==> src/hdl/snn_pkg.sv <==
// ----------------------------------------------------------
// shared sizes, register map, reset defaults and bus/config
// structs for the snn inference core; import where needed
// ----------------------------------------------------------
`default_nettype none

package snn_pkg;

  // datapath sizes
  localparam int ADC_CHANNELS       = 20;
  localparam int ADC_BITS           = 8;
  localparam int NUM_OUTPUTS        = 10;
  localparam int NEURON_DATA_WIDTH  = 9;
  localparam int MEMBRANE_WIDTH     = 20;
  localparam int RESULT_WIDTH       = 4;
  localparam int RESULT_FIFO_DEPTH  = 4;
  localparam int RESULT_COUNT_WIDTH = $clog2(RESULT_FIFO_DEPTH + 1);
  localparam int CH_SEL_WIDTH       = $clog2(ADC_CHANNELS);
  // one spike per step at most, so 8 bits covers 255 steps
  localparam int SPIKE_WIDTH        = 8;
  localparam int COUNTER_WIDTH      = 16;

  // saturation limits and reset defaults
  localparam logic [ADC_BITS-1:0] ADC_SAT_HIGH      = 8'hF0;
  localparam logic [ADC_BITS-1:0] ADC_SAT_LOW       = 8'h0F;
  localparam logic [15:0]         THRESHOLD_DEFAULT = 16'd200;
  localparam logic [7:0]          TIMESTEPS_DEFAULT = 8'd10;

  // ----------------------------------------------------------
  // register byte offsets
  // ----------------------------------------------------------
  localparam logic [7:0] REG_CTRL           = 8'h00;
  localparam logic [7:0] REG_STATUS         = 8'h04;
  localparam logic [7:0] REG_THRESHOLD      = 8'h08;
  localparam logic [7:0] REG_TIMESTEPS      = 8'h0C;
  localparam logic [7:0] REG_RESULT         = 8'h10;
  localparam logic [7:0] REG_RESULT_COUNT   = 8'h14;
  localparam logic [7:0] REG_ADC_SAT        = 8'h18;
  localparam logic [7:0] REG_RESULT_CNT     = 8'h1C;
  localparam logic [7:0] REG_TEST_DATA_BASE = 8'h40;

  // one-cycle register bus request
  typedef struct packed {
    logic        valid;
    logic        write;
    logic [7:0]  addr;
    logic [31:0] wdata;
  } bus_req_t;

  // inference configuration, held as levels
  typedef struct packed {
    logic [15:0] threshold;
    logic [7:0]  timesteps;
    logic        reset_mode;
  } snn_cfg_t;

  // per-neuron scheme b differences, each signed
  typedef struct packed {
    logic [NUM_OUTPUTS-1:0][NEURON_DATA_WIDTH-1:0] diff;
  } neuron_vec_t;

endpackage

`default_nettype wire

==> src/hdl/snn_reg_bank.sv <==
// ----------------------------------------------------------
// register block on the simple bus: control strobes, config,
// status, counters, result pop and the fake adc byte table
// ----------------------------------------------------------
`timescale 1ns/1ps
`default_nettype none

module snn_reg_bank
  import snn_pkg::*;
(
  input  wire logic                          clk,
  input  wire logic                          rst_n,
  input  wire bus_req_t                      bus_req,
  input  wire logic                          busy,
  input  wire logic                          done_pulse,
  input  wire logic [CH_SEL_WIDTH-1:0]       bl_sel,
  input  wire logic [COUNTER_WIDTH-1:0]      sat_high,
  input  wire logic [COUNTER_WIDTH-1:0]      sat_low,
  input  wire logic [RESULT_WIDTH-1:0]       result_head,
  input  wire logic [RESULT_COUNT_WIDTH-1:0] result_count,
  input  wire logic                          result_empty,
  input  wire logic                          result_push,
  output logic [31:0]                        rdata,
  output logic                               rvalid,
  output snn_cfg_t                           cfg,
  output logic                               start_pulse,
  output logic                               soft_reset_pulse,
  output logic [ADC_BITS-1:0]                bl_data,
  output logic                               result_pop
);

  logic                     wr_en;
  logic                     rd_en;
  logic                     tbl_hit;
  logic [7:0]               tbl_off;
  logic [CH_SEL_WIDTH-1:0]  tbl_idx;
  logic                     done_seen;
  logic [COUNTER_WIDTH-1:0] push_cnt;
  logic [31:0]              rd_mux;
  logic [ADC_BITS-1:0]      adc_table [ADC_CHANNELS];

  assign wr_en = bus_req.valid & bus_req.write;
  assign rd_en = bus_req.valid & ~bus_req.write;

  // table window starts at the base, one word per channel
  assign tbl_off = bus_req.addr - REG_TEST_DATA_BASE;
  assign tbl_idx = tbl_off[CH_SEL_WIDTH+1:2];
  assign tbl_hit = (bus_req.addr >= REG_TEST_DATA_BASE) &&
                   (tbl_off[7:2] < 6'(ADC_CHANNELS));

  // fake adc response for the channel under scan
  assign bl_data = adc_table[bl_sel];

  // pop only when a head entry exists
  assign result_pop = rd_en && (bus_req.addr == REG_RESULT) && !result_empty;

  // ----------------------------------------------------------
  // config, strobes, status and counters
  // ----------------------------------------------------------
  always_ff @(posedge clk or negedge rst_n) begin
    if (!rst_n) begin
      cfg.threshold    <= THRESHOLD_DEFAULT;
      cfg.timesteps    <= TIMESTEPS_DEFAULT;
      cfg.reset_mode   <= 1'b0;
      start_pulse      <= 1'b0;
      soft_reset_pulse <= 1'b0;
      done_seen        <= 1'b0;
      push_cnt         <= '0;
      rvalid           <= 1'b0;
    end else begin
      start_pulse      <= 1'b0;
      soft_reset_pulse <= 1'b0;
      rvalid           <= rd_en;
      if (wr_en) begin
        case (bus_req.addr)
          REG_CTRL: begin
            start_pulse      <= bus_req.wdata[0];
            soft_reset_pulse <= bus_req.wdata[1];
            cfg.reset_mode   <= bus_req.wdata[2];
          end
          REG_THRESHOLD: cfg.threshold <= bus_req.wdata[15:0];
          REG_TIMESTEPS: cfg.timesteps <= bus_req.wdata[7:0];
          default: ;
        endcase
      end
      // sticky until the next accepted start
      if (done_pulse) begin
        done_seen <= 1'b1;
      end else if (start_pulse && !busy) begin
        done_seen <= 1'b0;
      end
      if (result_push && !(&push_cnt)) begin
        push_cnt <= push_cnt + 1'b1;
      end
    end
  end

  // fake adc table
  always_ff @(posedge clk) begin
    if (wr_en && tbl_hit) begin
      adc_table[tbl_idx] <= bus_req.wdata[ADC_BITS-1:0];
    end
  end

  // ----------------------------------------------------------
  // read mux, returned one cycle after the request
  // ----------------------------------------------------------
  always_comb begin
    rd_mux = '0;
    case (bus_req.addr)
      REG_CTRL:         rd_mux[2] = cfg.reset_mode;
      REG_STATUS:       rd_mux[1:0] = {done_seen, busy};
      REG_THRESHOLD:    rd_mux = 32'(cfg.threshold);
      REG_TIMESTEPS:    rd_mux = 32'(cfg.timesteps);
      REG_RESULT: begin
        rd_mux    = 32'(result_head);
        rd_mux[8] = result_empty;
      end
      REG_RESULT_COUNT: rd_mux = 32'(result_count);
      REG_ADC_SAT:      rd_mux = {sat_high, sat_low};
      REG_RESULT_CNT:   rd_mux = 32'(push_cnt);
      default: begin
        if (tbl_hit) begin
          rd_mux = 32'(adc_table[tbl_idx]);
        end
      end
    endcase
  end

  always_ff @(posedge clk) begin
    if (rd_en) begin
      rdata <= rd_mux;
    end
  end

endmodule

`default_nettype wire

==> src/hdl/snn_seq_ctrl.sv <==
// ----------------------------------------------------------
// timestep sequencer: kicks one adc scan per step, flags the
// final step and pulses done once it has been integrated
// ----------------------------------------------------------
`timescale 1ns/1ps
`default_nettype none

module snn_seq_ctrl
  import snn_pkg::*;
(
  input  wire logic     clk,
  input  wire logic     rst_n,
  input  wire logic     start_pulse,
  input  wire logic     soft_reset_pulse,
  input  wire snn_cfg_t cfg,
  input  wire logic     neuron_in_valid,
  output logic          adc_kick_pulse,
  output logic          last_step,
  output logic          busy,
  output logic          done_pulse
);

  typedef enum logic [1:0] {
    S_IDLE,
    S_STEP,
    S_WAIT
  } state_t;

  state_t     state;
  logic [7:0] step_cnt;
  logic [7:0] last_idx;

  // zero timesteps still runs a single step
  assign last_idx = (cfg.timesteps == 8'd0) ? 8'd0 : cfg.timesteps - 8'd1;

  assign busy           = (state != S_IDLE);
  assign adc_kick_pulse = (state == S_STEP);
  assign last_step      = busy && (step_cnt == last_idx);

  always_ff @(posedge clk or negedge rst_n) begin
    if (!rst_n) begin
      state      <= S_IDLE;
      step_cnt   <= 8'd0;
      done_pulse <= 1'b0;
    end else begin
      done_pulse <= 1'b0;
      if (soft_reset_pulse) begin
        state    <= S_IDLE;
        step_cnt <= 8'd0;
      end else begin
        case (state)
          S_IDLE: begin
            // start while busy never reaches here
            if (start_pulse) begin
              state    <= S_STEP;
              step_cnt <= 8'd0;
            end
          end
          S_STEP: state <= S_WAIT;
          S_WAIT: begin
            if (neuron_in_valid) begin
              if (last_step) begin
                state      <= S_IDLE;
                done_pulse <= 1'b1;
              end else begin
                state    <= S_STEP;
                step_cnt <= step_cnt + 8'd1;
              end
            end
          end
          default: state <= S_IDLE;
        endcase
      end
    end
  end

endmodule

`default_nettype wire

==> src/hdl/adc_scan.sv <==
// ----------------------------------------------------------
// bit-line scanner with the fake one-cycle adc: two cycles per
// channel, even minus odd per pair, saturation counting
// ----------------------------------------------------------
`timescale 1ns/1ps
`default_nettype none

module adc_scan
  import snn_pkg::*;
(
  input  wire logic                  clk,
  input  wire logic                  rst_n,
  input  wire logic                  adc_kick_pulse,
  input  wire logic [ADC_BITS-1:0]   bl_data,
  output logic [CH_SEL_WIDTH-1:0]    bl_sel,
  output logic                       neuron_in_valid,
  output neuron_vec_t                neuron_in_data,
  output logic [COUNTER_WIDTH-1:0]   sat_high,
  output logic [COUNTER_WIDTH-1:0]   sat_low
);

  logic                running;
  logic                adc_start;
  logic                adc_done;
  logic                last_ch;
  logic [ADC_BITS-1:0] pos_sample;

  // kick launches channel 0 in the same cycle
  assign adc_start = adc_kick_pulse | (running & ~adc_done);
  assign last_ch   = (bl_sel == CH_SEL_WIDTH'(ADC_CHANNELS - 1));

  // ----------------------------------------------------------
  // scan control and fake adc response
  // ----------------------------------------------------------
  always_ff @(posedge clk or negedge rst_n) begin
    if (!rst_n) begin
      running         <= 1'b0;
      adc_done        <= 1'b0;
      bl_sel          <= '0;
      neuron_in_valid <= 1'b0;
    end else begin
      // response one cycle after start
      adc_done        <= adc_start;
      neuron_in_valid <= 1'b0;
      if (adc_kick_pulse) begin
        running <= 1'b1;
        bl_sel  <= '0;
      end else if (adc_done && running) begin
        if (last_ch) begin
          running         <= 1'b0;
          bl_sel          <= '0;
          neuron_in_valid <= 1'b1;
        end else begin
          bl_sel <= bl_sel + 1'b1;
        end
      end
    end
  end

  // scheme b: even sample positive, odd sample negative
  always_ff @(posedge clk) begin
    if (adc_done && running && !adc_kick_pulse) begin
      if (!bl_sel[0]) begin
        pos_sample <= bl_data;
      end else begin
        neuron_in_data.diff[bl_sel[CH_SEL_WIDTH-1:1]] <=
          {1'b0, pos_sample} - {1'b0, bl_data};
      end
    end
  end

  // ----------------------------------------------------------
  // saturating sample counters, rst_n only
  // ----------------------------------------------------------
  always_ff @(posedge clk or negedge rst_n) begin
    if (!rst_n) begin
      sat_high <= '0;
      sat_low  <= '0;
    end else if (adc_done && running && !adc_kick_pulse) begin
      if ((bl_data >= ADC_SAT_HIGH) && !(&sat_high)) begin
        sat_high <= sat_high + 1'b1;
      end
      if ((bl_data <= ADC_SAT_LOW) && !(&sat_low)) begin
        sat_low <= sat_low + 1'b1;
      end
    end
  end

endmodule

`default_nettype wire

==> src/hdl/lif_array.sv <==
// ----------------------------------------------------------
// ten lif neurons: integrate, fire, reset, count spikes and
// push the winning class index after the final step
// ----------------------------------------------------------
`timescale 1ns/1ps
`default_nettype none

module lif_array
  import snn_pkg::*;
(
  input  wire logic               clk,
  input  wire logic               rst_n,
  input  wire logic               soft_reset_pulse,
  input  wire snn_cfg_t           cfg,
  input  wire logic               neuron_in_valid,
  input  wire neuron_vec_t        neuron_in_data,
  input  wire logic               last_step,
  input  wire logic               result_full,
  output logic                    result_push,
  output logic [RESULT_WIDTH-1:0] result_class
);

  logic signed [MEMBRANE_WIDTH-1:0] membrane  [NUM_OUTPUTS];
  logic signed [MEMBRANE_WIDTH-1:0] mem_sum   [NUM_OUTPUTS];
  logic signed [MEMBRANE_WIDTH-1:0] mem_nxt   [NUM_OUTPUTS];
  logic        [SPIKE_WIDTH-1:0]    spike_cnt [NUM_OUTPUTS];
  logic        [SPIKE_WIDTH-1:0]    cnt_nxt   [NUM_OUTPUTS];
  logic signed [MEMBRANE_WIDTH-1:0] thr;
  logic        [SPIKE_WIDTH-1:0]    best_cnt;
  logic        [RESULT_WIDTH-1:0]   winner;

  // unsigned threshold, zero extended into the membrane range
  assign thr = $signed(MEMBRANE_WIDTH'(cfg.threshold));

  // ----------------------------------------------------------
  // next membranes and spike counts for this step
  // ----------------------------------------------------------
  always_comb begin
    for (int i = 0; i < NUM_OUTPUTS; i++) begin
      mem_sum[i] = membrane[i] +
                   MEMBRANE_WIDTH'($signed(neuron_in_data.diff[i]));
      if (mem_sum[i] >= thr) begin
        // subtractive reset keeps the overshoot
        mem_nxt[i] = cfg.reset_mode ? '0 : mem_sum[i] - thr;
        cnt_nxt[i] = spike_cnt[i] + 1'b1;
      end else begin
        mem_nxt[i] = mem_sum[i];
        cnt_nxt[i] = spike_cnt[i];
      end
    end
  end

  // most spikes wins, strict compare keeps the lowest index
  always_comb begin
    best_cnt = cnt_nxt[0];
    winner   = '0;
    for (int i = 1; i < NUM_OUTPUTS; i++) begin
      if (cnt_nxt[i] > best_cnt) begin
        best_cnt = cnt_nxt[i];
        winner   = RESULT_WIDTH'(i);
      end
    end
  end

  always_ff @(posedge clk or negedge rst_n) begin
    if (!rst_n) begin
      result_push <= 1'b0;
      for (int i = 0; i < NUM_OUTPUTS; i++) begin
        membrane[i]  <= '0;
        spike_cnt[i] <= '0;
      end
    end else begin
      result_push <= 1'b0;
      if (soft_reset_pulse) begin
        for (int i = 0; i < NUM_OUTPUTS; i++) begin
          membrane[i]  <= '0;
          spike_cnt[i] <= '0;
        end
      end else if (neuron_in_valid) begin
        // full fifo drops the result
        result_push <= last_step && !result_full;
        for (int i = 0; i < NUM_OUTPUTS; i++) begin
          membrane[i]  <= last_step ? '0 : mem_nxt[i];
          spike_cnt[i] <= last_step ? '0 : cnt_nxt[i];
        end
      end
    end
  end

  always_ff @(posedge clk) begin
    if (neuron_in_valid && last_step) begin
      result_class <= winner;
    end
  end

endmodule

`default_nettype wire

==> src/hdl/result_fifo.sv <==
// ----------------------------------------------------------
// synchronous circular fifo for class results; head is shown
// combinationally, pushes while full are dropped
// ----------------------------------------------------------
`timescale 1ns/1ps
`default_nettype none

module result_fifo
  import snn_pkg::*;
#(
  parameter int DEPTH = 4
) (
  input  wire logic                       clk,
  input  wire logic                       rst_n,
  input  wire logic                       push,
  input  wire logic [RESULT_WIDTH-1:0]    push_data,
  input  wire logic                       pop,
  output logic [RESULT_WIDTH-1:0]         head,
  output logic [$clog2(DEPTH+1)-1:0]      count,
  output logic                            empty,
  output logic                            full
);

  localparam int PW = $clog2(DEPTH);

  logic [RESULT_WIDTH-1:0] mem [DEPTH];
  logic [PW-1:0]           wr_ptr;
  logic [PW-1:0]           rd_ptr;
  logic                    do_push;
  logic                    do_pop;

  assign empty   = (count == '0);
  assign full    = (count == ($clog2(DEPTH+1))'(DEPTH));
  assign do_push = push && !full;
  assign do_pop  = pop && !empty;
  assign head    = mem[rd_ptr];

  always_ff @(posedge clk or negedge rst_n) begin
    if (!rst_n) begin
      wr_ptr <= '0;
      rd_ptr <= '0;
      count  <= '0;
    end else begin
      if (do_push) begin
        wr_ptr <= (wr_ptr == PW'(DEPTH - 1)) ? '0 : wr_ptr + 1'b1;
      end
      if (do_pop) begin
        rd_ptr <= (rd_ptr == PW'(DEPTH - 1)) ? '0 : rd_ptr + 1'b1;
      end
      // simultaneous push and pop leaves the count alone
      if (do_push && !do_pop) begin
        count <= count + 1'b1;
      end else if (do_pop && !do_push) begin
        count <= count - 1'b1;
      end
    end
  end

  always_ff @(posedge clk) begin
    if (do_push) begin
      mem[wr_ptr] <= push_data;
    end
  end

endmodule

`default_nettype wire

==> src/hdl/snn_core_top.sv <==
// ----------------------------------------------------------
// snn inference core top: register bank, sequencer, adc scan,
// lif array and result fifo on one register bus
// ----------------------------------------------------------
`timescale 1ns/1ps
`default_nettype none

module snn_core_top
  import snn_pkg::*;
(
  input  wire logic     clk,
  input  wire logic     rst_n,
  input  wire bus_req_t bus_req,
  output logic [31:0]   rdata,
  output logic          rvalid
);

  // control plane
  snn_cfg_t                    cfg;
  logic                        start_pulse;
  logic                        soft_reset_pulse;
  logic                        busy;
  logic                        done_pulse;
  logic                        adc_kick_pulse;
  logic                        last_step;

  // scan and neuron datapath
  logic [CH_SEL_WIDTH-1:0]     bl_sel;
  logic [ADC_BITS-1:0]         bl_data;
  logic                        neuron_in_valid;
  neuron_vec_t                 neuron_in_data;
  logic [COUNTER_WIDTH-1:0]    sat_high;
  logic [COUNTER_WIDTH-1:0]    sat_low;

  // result path
  logic                        result_push;
  logic [RESULT_WIDTH-1:0]     result_class;
  logic                        result_pop;
  logic [RESULT_WIDTH-1:0]     result_head;
  logic [RESULT_COUNT_WIDTH-1:0] result_count;
  logic                        result_empty;
  logic                        result_full;

  snn_reg_bank i_snn_reg_bank (
    .clk              (clk),
    .rst_n            (rst_n),
    .bus_req          (bus_req),
    .busy             (busy),
    .done_pulse       (done_pulse),
    .bl_sel           (bl_sel),
    .sat_high         (sat_high),
    .sat_low          (sat_low),
    .result_head      (result_head),
    .result_count     (result_count),
    .result_empty     (result_empty),
    .result_push      (result_push),
    .rdata            (rdata),
    .rvalid           (rvalid),
    .cfg              (cfg),
    .start_pulse      (start_pulse),
    .soft_reset_pulse (soft_reset_pulse),
    .bl_data          (bl_data),
    .result_pop       (result_pop)
  );

  snn_seq_ctrl i_snn_seq_ctrl (
    .clk              (clk),
    .rst_n            (rst_n),
    .start_pulse      (start_pulse),
    .soft_reset_pulse (soft_reset_pulse),
    .cfg              (cfg),
    .neuron_in_valid  (neuron_in_valid),
    .adc_kick_pulse   (adc_kick_pulse),
    .last_step        (last_step),
    .busy             (busy),
    .done_pulse       (done_pulse)
  );

  adc_scan i_adc_scan (
    .clk              (clk),
    .rst_n            (rst_n),
    .adc_kick_pulse   (adc_kick_pulse),
    .bl_data          (bl_data),
    .bl_sel           (bl_sel),
    .neuron_in_valid  (neuron_in_valid),
    .neuron_in_data   (neuron_in_data),
    .sat_high         (sat_high),
    .sat_low          (sat_low)
  );

  lif_array i_lif_array (
    .clk              (clk),
    .rst_n            (rst_n),
    .soft_reset_pulse (soft_reset_pulse),
    .cfg              (cfg),
    .neuron_in_valid  (neuron_in_valid),
    .neuron_in_data   (neuron_in_data),
    .last_step        (last_step),
    .result_full      (result_full),
    .result_push      (result_push),
    .result_class     (result_class)
  );

  result_fifo #(
    .DEPTH (RESULT_FIFO_DEPTH)
  ) i_result_fifo (
    .clk       (clk),
    .rst_n     (rst_n),
    .push      (result_push),
    .push_data (result_class),
    .pop       (result_pop),
    .head      (result_head),
    .count     (result_count),
    .empty     (result_empty),
    .full      (result_full)
  );

endmodule

`default_nettype wire

==> config.mk <==
export PLATFORM = sky130hd
export DESIGN_NAME = snn_core_top
export DESIGN_NICKNAME = d
export VERILOG_FILES = /design/src/hdl/snn_pkg.sv /design/src/hdl/snn_reg_bank.sv /design/src/hdl/snn_seq_ctrl.sv /design/src/hdl/adc_scan.sv /design/src/hdl/lif_array.sv /design/src/hdl/result_fifo.sv /design/src/hdl/snn_core_top.sv
export SDC_FILE = /design/constraint.sdc
export NUM_CORES = 2
export LEC_CHECK = 0
export ABC_CLOCK_PERIOD_IN_PS = 20700
export BUFFER_PORTS_ARGS = -buffer_cell sky130_fd_sc_hd__buf_2
export CAP_MARGIN = 20
export CORE_UTILIZATION = 32
export CTS_CLUSTER_DIAMETER = 30
export CTS_CLUSTER_SIZE = 10
export DETAILED_ROUTE_END_ITERATION = 8
export GPL_TIMING_DRIVEN = 0
export PLACE_DENSITY = 0.5
export SLEW_MARGIN = 15
export SYNTH_ARGS = -nofsm -noshare
export SYNTH_HDL_FRONTEND = slang
export SYNTH_HIERARCHICAL = 1
export SYNTH_SLANG_ARGS = --single-unit
==> constraint.sdc <==
create_clock -name clk -period 20.7 [get_ports clk]
set_input_delay 3.105 -clock clk [delete_from_list [all_inputs] [get_ports clk]]
set_output_delay 3.105 -clock clk [all_outputs]
set_load 0.01 [all_outputs]
Word level (Yosys, flattened, before mapping)
Memories as Yosys holds them, arrays and structs flattened.
Cells that the tools add are included.
Widths: inputs -> output; s select.
- reduce and logical (&&, ||, !) cells: 53
- bitwise logic cells: 7
- multiplexer cells: 117
- equality and inequality tests: 17
- magnitude comparators: 25
- add/sub/neg operators: 42
- operators by type and width (operator ; count):
    $mux 20 ; 30
    $mux 200 ; 2
    $mux 8 ; 34
    $add 20x9->20 ; 10
    $ge 20x17->1 ; 10
    $sub 20x16->20 ; 10
    $pmux 29 s6 ; 1
    $mux 80 ; 2
    $bwmux 90 ; 1
    $add 8x1->8 const B ; 11
    $gt 8x8->1 ; 9
    $add 16x1->16 const B ; 3
    $reduce_and 16->1 ; 3
    $demux 9 s4 ; 1
    $eq 8x5->1 const B ; 4
    $mux 1 ; 25
    $logic_and 1x1->1 ; 18
    $mux 3 ; 6
    $reduce_and 2->1 ; 9
    $eq 8x4->1 const B ; 2
    $logic_not 8->1 ; 2
    $pmux 2 s8 ; 1
    $pmux 8 s2 ; 1
    $mux 5 ; 3
    other kinds (36) ; 63
- memories: 2
- logic and storage cells: 318
- register bits: 518
- memory bits (writable): 176
- input bits: 44
- output and inout bits: 33
- memories (memory ; depth ; bits a word ; read ports ; clocked after memory_dff ; wr ports ; RTL line ; text):
    i_snn_reg_bank.adc_table ; 20 ; 8 ; 2 ; 0 ; 1 ; snn_reg_bank.sv:40 ; logic [ADC_BITS-1:0] adc_table [ADC_CHANNELS];
    i_result_fifo.mem ; 4 ; 4 ; 1 ; 0 ; 1 ; result_fifo.sv:26 ; logic [RESULT_WIDTH-1:0] mem [DEPTH];

Logic depth before layout (Yosys ltp)
- word-level depth: 21
- depth in mapped cells: 121
- mapped depth without buffers: 113

By module
The synthesis kept the hierarchy.
- by module, submodules not included (module ; area an instance (um^2) ; seq. area each (um^2) ; times used ; cells each):
    lif_array ; 32118.3 ; 7151.9 ; 1 ; 3906
    snn_reg_bank ; 10975.5 ; 6897.9 ; 1 ; 644
    adc_scan ; 5248.8 ; 3943.8 ; 1 ; 338
    result_fifo ; 1046.0 ; 655.6 ; 1 ; 58
    snn_seq_ctrl ; 1041.0 ; 275.3 ; 1 ; 124

Worst setup path after synthesis
No wires, ideal clock.
- path kind: reg2reg
- from: register, netlist name i_adc_scan/neuron_in_data[4]
- to: register i_lif_array.result_class[3] (data pin)
- stages on the path, launching flop included: 112
- path buffers: 8
- data required time: 20420 ps
- setup slack: 1081 ps
- library setup time: 280 ps
- data arrival time: 19338 ps
- path through: edfxtp_1 -> ha_1 -> buf_2 -> a21oi_1 -> o211ai_1 -> a21o_1 -> a21o_1 -> a21o_1 -> a21oi_1 -> o31ai_1 -> a21o_1 -> a21oi_1 -> xnor2_1 -> ha_1 -> a221o_1 -> a31oi_1 -> o21ai_0 -> a211o_1 -> (+76 left out) -> ha_1 -> nor2b_1 -> o21a_1 -> o21ai_0 -> nand2b_1 -> a21oi_1 -> o21ai_0 -> o21ai_1 -> mux2_2 -> ha_1 -> nor2b_1 -> o21a_1 -> o21ai_0 -> nand2b_1 -> a21oi_1 -> o21ai_0 -> o21ai_0 -> nand2_1
- cells in the longest elaborated chain, start to end: 21
- RTL lines (item ; RTL line ; text):
    $add 20x9->20 (*) ; lif_array.sv:40 ; mem_sum[i] = membrane[i] +
    $ge 20x17->1 (*) ; lif_array.sv:42 ; if (mem_sum[i] >= thr) begin
    $mux 8 (*) ; lif_array.sv:42 ;
    $gt 8x8->1 ; lif_array.sv:58 ; if (cnt_nxt[i] > best_cnt) begin
    $mux 8 (*) ; lif_array.sv:58 ;
    $gt 8x8->1 ; lif_array.sv:58 ;
    $mux 8 (*) ; lif_array.sv:58 ;
    $gt 8x8->1 ; lif_array.sv:58 ;
    (+5 left out) ; n/a ;
    $gt 8x8->1 ; lif_array.sv:58 ;
    $mux 8 (*) ; lif_array.sv:58 ;
    $gt 8x8->1 ; lif_array.sv:58 ;
    $mux 8 (*) ; lif_array.sv:58 ;
    $gt 8x8->1 ; lif_array.sv:58 ;
    $mux 8 ; lif_array.sv:58 ;
    $gt 8x8->1 ; lif_array.sv:58 ;
    $reduce_or 2->1 (no source line) (*) ; n/a ;
    end signal, assigned ; lif_array.sv:92 ; result_class <= winner;
    end, declared ; lif_array.sv:20 ; output logic [RESULT_WIDTH-1:0] result_class
Every way passes the cells marked *; elsewhere a longest branch is shown, timed or not.
A chain may end at the register's enable or synchronous reset.

Worst setup path in the final report
- from: register, netlist name i_adc_scan/neuron_in_data[1]
- to: register i_lif_array.result_class[2] (data pin)
- cells in the longest elaborated chain, start to end: 21
- elaborated cells between the ends (all ways): 25
- those cells by class: add/sub (1); order compare (10); mux (13); reduce/logical (1)
- RTL lines (item ; RTL line):
    $add 20x9->20 (*) ; lif_array.sv:40
    $ge 20x17->1 (*) ; lif_array.sv:42
    $mux 8 (*) ; lif_array.sv:42
    $gt 8x8->1 ; lif_array.sv:58
    $mux 8 (*) ; lif_array.sv:58
    $gt 8x8->1 ; lif_array.sv:58
    $mux 8 (*) ; lif_array.sv:58
    $gt 8x8->1 ; lif_array.sv:58
    (+5 left out) ; n/a
    $gt 8x8->1 ; lif_array.sv:58
    $mux 8 ; lif_array.sv:58
    $gt 8x8->1 ; lif_array.sv:58
    $mux 8 ; lif_array.sv:58
    $gt 8x8->1 ; lif_array.sv:58
    $mux 8 ; lif_array.sv:58
    $gt 8x8->1 ; lif_array.sv:58
    $reduce_or 2->1 (no source line) ; n/a
Marks and branches as above.

==> reports/metrics.cfg <==
[worst_hold_path]
min_path_type=flop to flop
hold_start=i_snn_seq_ctrl/done_pulse
worstHoldPathCells=1
min_to=i_snn_reg_bank/done_seen

[worst_setup_path]
slowest_delay_ns=0.44
required_ns=21.33
regToRegStartpoint=i_adc_scan/neuron_in_data[1]
arrival_ns=20.37
end_kind=flop
cp_slowest_cell=or3_1
reg2reg_slack_ns=0.96
critPathMaxFanout=10
r2r_cells=107
reg2reg_to=i_lif_array/result_class[2]
crit_type=flop to flop
startpoint_type=flop

[yosys]
synth_ff_type=dfrtp_1
synthCells=5070
ys_ff_latch=694
synth.area.top_cells=dfrtp_1, edfxtp_1, ha_1, xnor2_1, o21ai_0
yosys_warnings=6
synth_edf_count=310
yosysUniqueCellTypes=120
synth.net_count=5579
ys_async_sr_fraction_pct=55.33
syn_area_um2=50430
syn_area_per_cell_um2=9.947
synth_top_cell_area_share_pct=18.81
ys_seq_area_share_pct=37.53
synth_largest_area_cell=dfrtp_1

[timing]
tightest_slew_ns=1.206
setup_ws_ns=0.9563
slew-limit-headroom_pct=19.57
setup_tns_ns=0
timing.fmax_mhz=50.65
finalClockSkew_ns=0.09445
drv_slew=0
fin_crit_ns=19.74
finalCritPeriodShare_pct=95.38
setup_violations=0
hold_viol=0

[route]
wl_per_cell_um=20.40
drcViolationCount=0
routed_wl_um=155900
drt_iter0_drc=2518
routed-via-count=40460
drtPass1Iterations=6
vias_per_cell=5.294
ant_nets=0

[job]
drv_cap=0

[global_route]
grt_pass1_wl_um=236300
grt_overflow_total=0
grt.total_usage_pct=19.43
antenna_found_initial=14
grt_max_degree=91
grt_pass1_vias=40220

[pwr]
p_leak_nw=26.86
p_total_mw=4.797
powerDensity_nw_per_um2=77.41
peakVddDrop_v=0.00007092

[floorplanning]
die_w_um=399.0
start_util_pct=32.25
rows=145
fp.dieH_um=399.0
die_area_um2=159200
coreArea_um2=156400
io_pins=77

[clocking]
cts_max_level=4
ctsHoldBuffers=0
clk_latency_ns=0.85
cts_buffers=191
cts.sinks=694
clk_pin_slew_ns=0.05
clockRootBuffer=clkbuf_16
cts_buffer_depth=3
cts_tree=yes

[placement]
dp_hpwl_um=110700
dp_worst_setup_slack_ns=-3.419
port_buffers=59
dpl.cell_count=7212
gp_congestion=0.8549

[final_layout]
final_common_cell=nand2_1
drive_above_1_share_pct=14.92
stdcell_count=7643
fin_nets=5921
fillCellCount=15430
fin_util_pct=39.62
final_cell_mix=nand2_1, ha_1, o21ai_0
area_growth_pct=22.88

[status]
status=finished, final reports clean

[metrics by stage]
step / instance area, um2 / hold WS, ns
finish: 61970 / 0.4394
global route: 61960 / 0.4517
CTS: 61300 / 0.4403
detailed placement: 53880 / 0.4173
global placement: 53300 / 0.4087
floorplan: 50430 / 0.4044
[critical path: cells and delay by family (launching register included)]
family	cells	cell delay (ns)
buffers and inverters	8	1.20
muxes	4	1.37
xor gates and xnor gates	2	0.34
and+or+nand+nor	33	4.60
adders and majority gates	11	3.22
DFF	1	0.41
AOI/OAI and AO/OA	49	8.42
[cells in the mapped netlist, types with 76 or more instances]
master    instances
a21o_1          262
a21oi_1         289
clkbuf_1        117
dfrtp_1         379
edfxtp_1        310
ha_1            443
inv_1           205
mux2i_1         132
mux4_2           85
nand2_1         517
nand3_1          97
nand4_1          78
nor2_1          227
nor2b_1          76
o21ai_0         419
o21bai_1         78
xnor2_1         281
xor2_1          181
[final cells by class]
cell class	count	area [um2]	share of cell area (%)
Antenna cell	3	7.507	0.01211
Buffer	167	819.5	1.323
Clock buffer	244	5189	8.373
Clock inverter	119	1819	2.936
Inverter	206	775.7	1.252
Multi-Input combinational cell	3998	30550	49.30
Sequential cell	694	18930	30.54
Tap cell	2058	2575	4.155
Timing Repair Buffer	154	1305	2.106
[worst max path at each step]
stage                                   from                          end  slack [ns]  depth (start not counted)
3_3_place_gp   i_adc_scan/neuron_in_data[17]  i_lif_array/result_class[2]       -3.28                        112
2_1_floorplan   i_adc_scan/neuron_in_data[4]  i_lif_array/result_class[3]        1.08                        111
4_1_cts         i_adc_scan/neuron_in_data[4]  i_lif_array/result_class[2]        0.02                        111
3_5_place_dp   i_adc_scan/neuron_in_data[17]  i_lif_array/result_class[2]       -3.42                        112
5_1_grt         i_adc_scan/neuron_in_data[1]  i_lif_array/result_class[2]       -0.15                        112
6_report        i_adc_scan/neuron_in_data[1]  i_lif_array/result_class[2]        0.96                        107
[routing by layer]
| metal | GRT usage (%) | wire, um | vias to the layer above |
|---|---|---|---|
| met4 | 7.572 | 5237 | 4 |
| met5 | 0 | 27 | - |
| met1 | 26.60 | 72610 | 19730 |
| li1 | - | - | 19540 |
| met3 | 3.584 | 7952 | 262 |
| met2 | 30.25 | 70070 | 928 |
[power breakdown]
part           total [mW]  switching, mW  internal (mW)
combinational       0.195          0.124         0.0713
clock                3.15          0.955           2.19
sequential           1.45        0.00395           1.45
[registers in the layout, summed over array words and instances, names as in the netlist, 2 cells and up]
| register | cells |
|---|---|
| i_lif_array/membrane | 200 |
| i_snn_reg_bank/adc_table | 160 |
| i_adc_scan/neuron_in_data | 90 |
| i_lif_array/spike_cnt | 80 |
| i_snn_reg_bank/rdata | 32 |
| i_snn_reg_bank/cfg | 25 |
| i_adc_scan/sat_high | 16 |
| i_adc_scan/sat_low | 16 |
| i_result_fifo/mem | 16 |
| i_snn_reg_bank/push_cnt | 16 |
| i_adc_scan/pos_sample | 8 |
| i_snn_seq_ctrl/step_cnt | 8 |
| i_adc_scan/bl_sel | 5 |
| i_lif_array/result_class | 4 |
| i_result_fifo/count | 3 |
| i_result_fifo/rd_ptr | 2 |
| i_result_fifo/wr_ptr | 2 |
| i_snn_seq_ctrl/state | 2 |
[kinds of logic (layout without fill, tap and decap cells)]
kind of cell / Yosys count / count (layout) / share of synthesized area [%]
compound gates: 1433 / 1433 / 18.39
fa+ha+maj: 466 / 466 / 11.89
simple gates: 1359 / 1359 / 13.29
flops: 694 / 694 / 37.53
xor+xnor: 463 / 463 / 8.056
buf+inv: 378 / 890 / 3.079
other cells: 0 / 3 / 0
mux: 277 / 277 / 7.771
[repair_timing]
action / 4_1_cts / 5_1_grt
pin swaps: 16 / 37
setup endpoints to repair: 4 / 4
setup buffers: 30 / 40
gates resized for setup: 52 / 93
(Power assumes the default switching activity.)
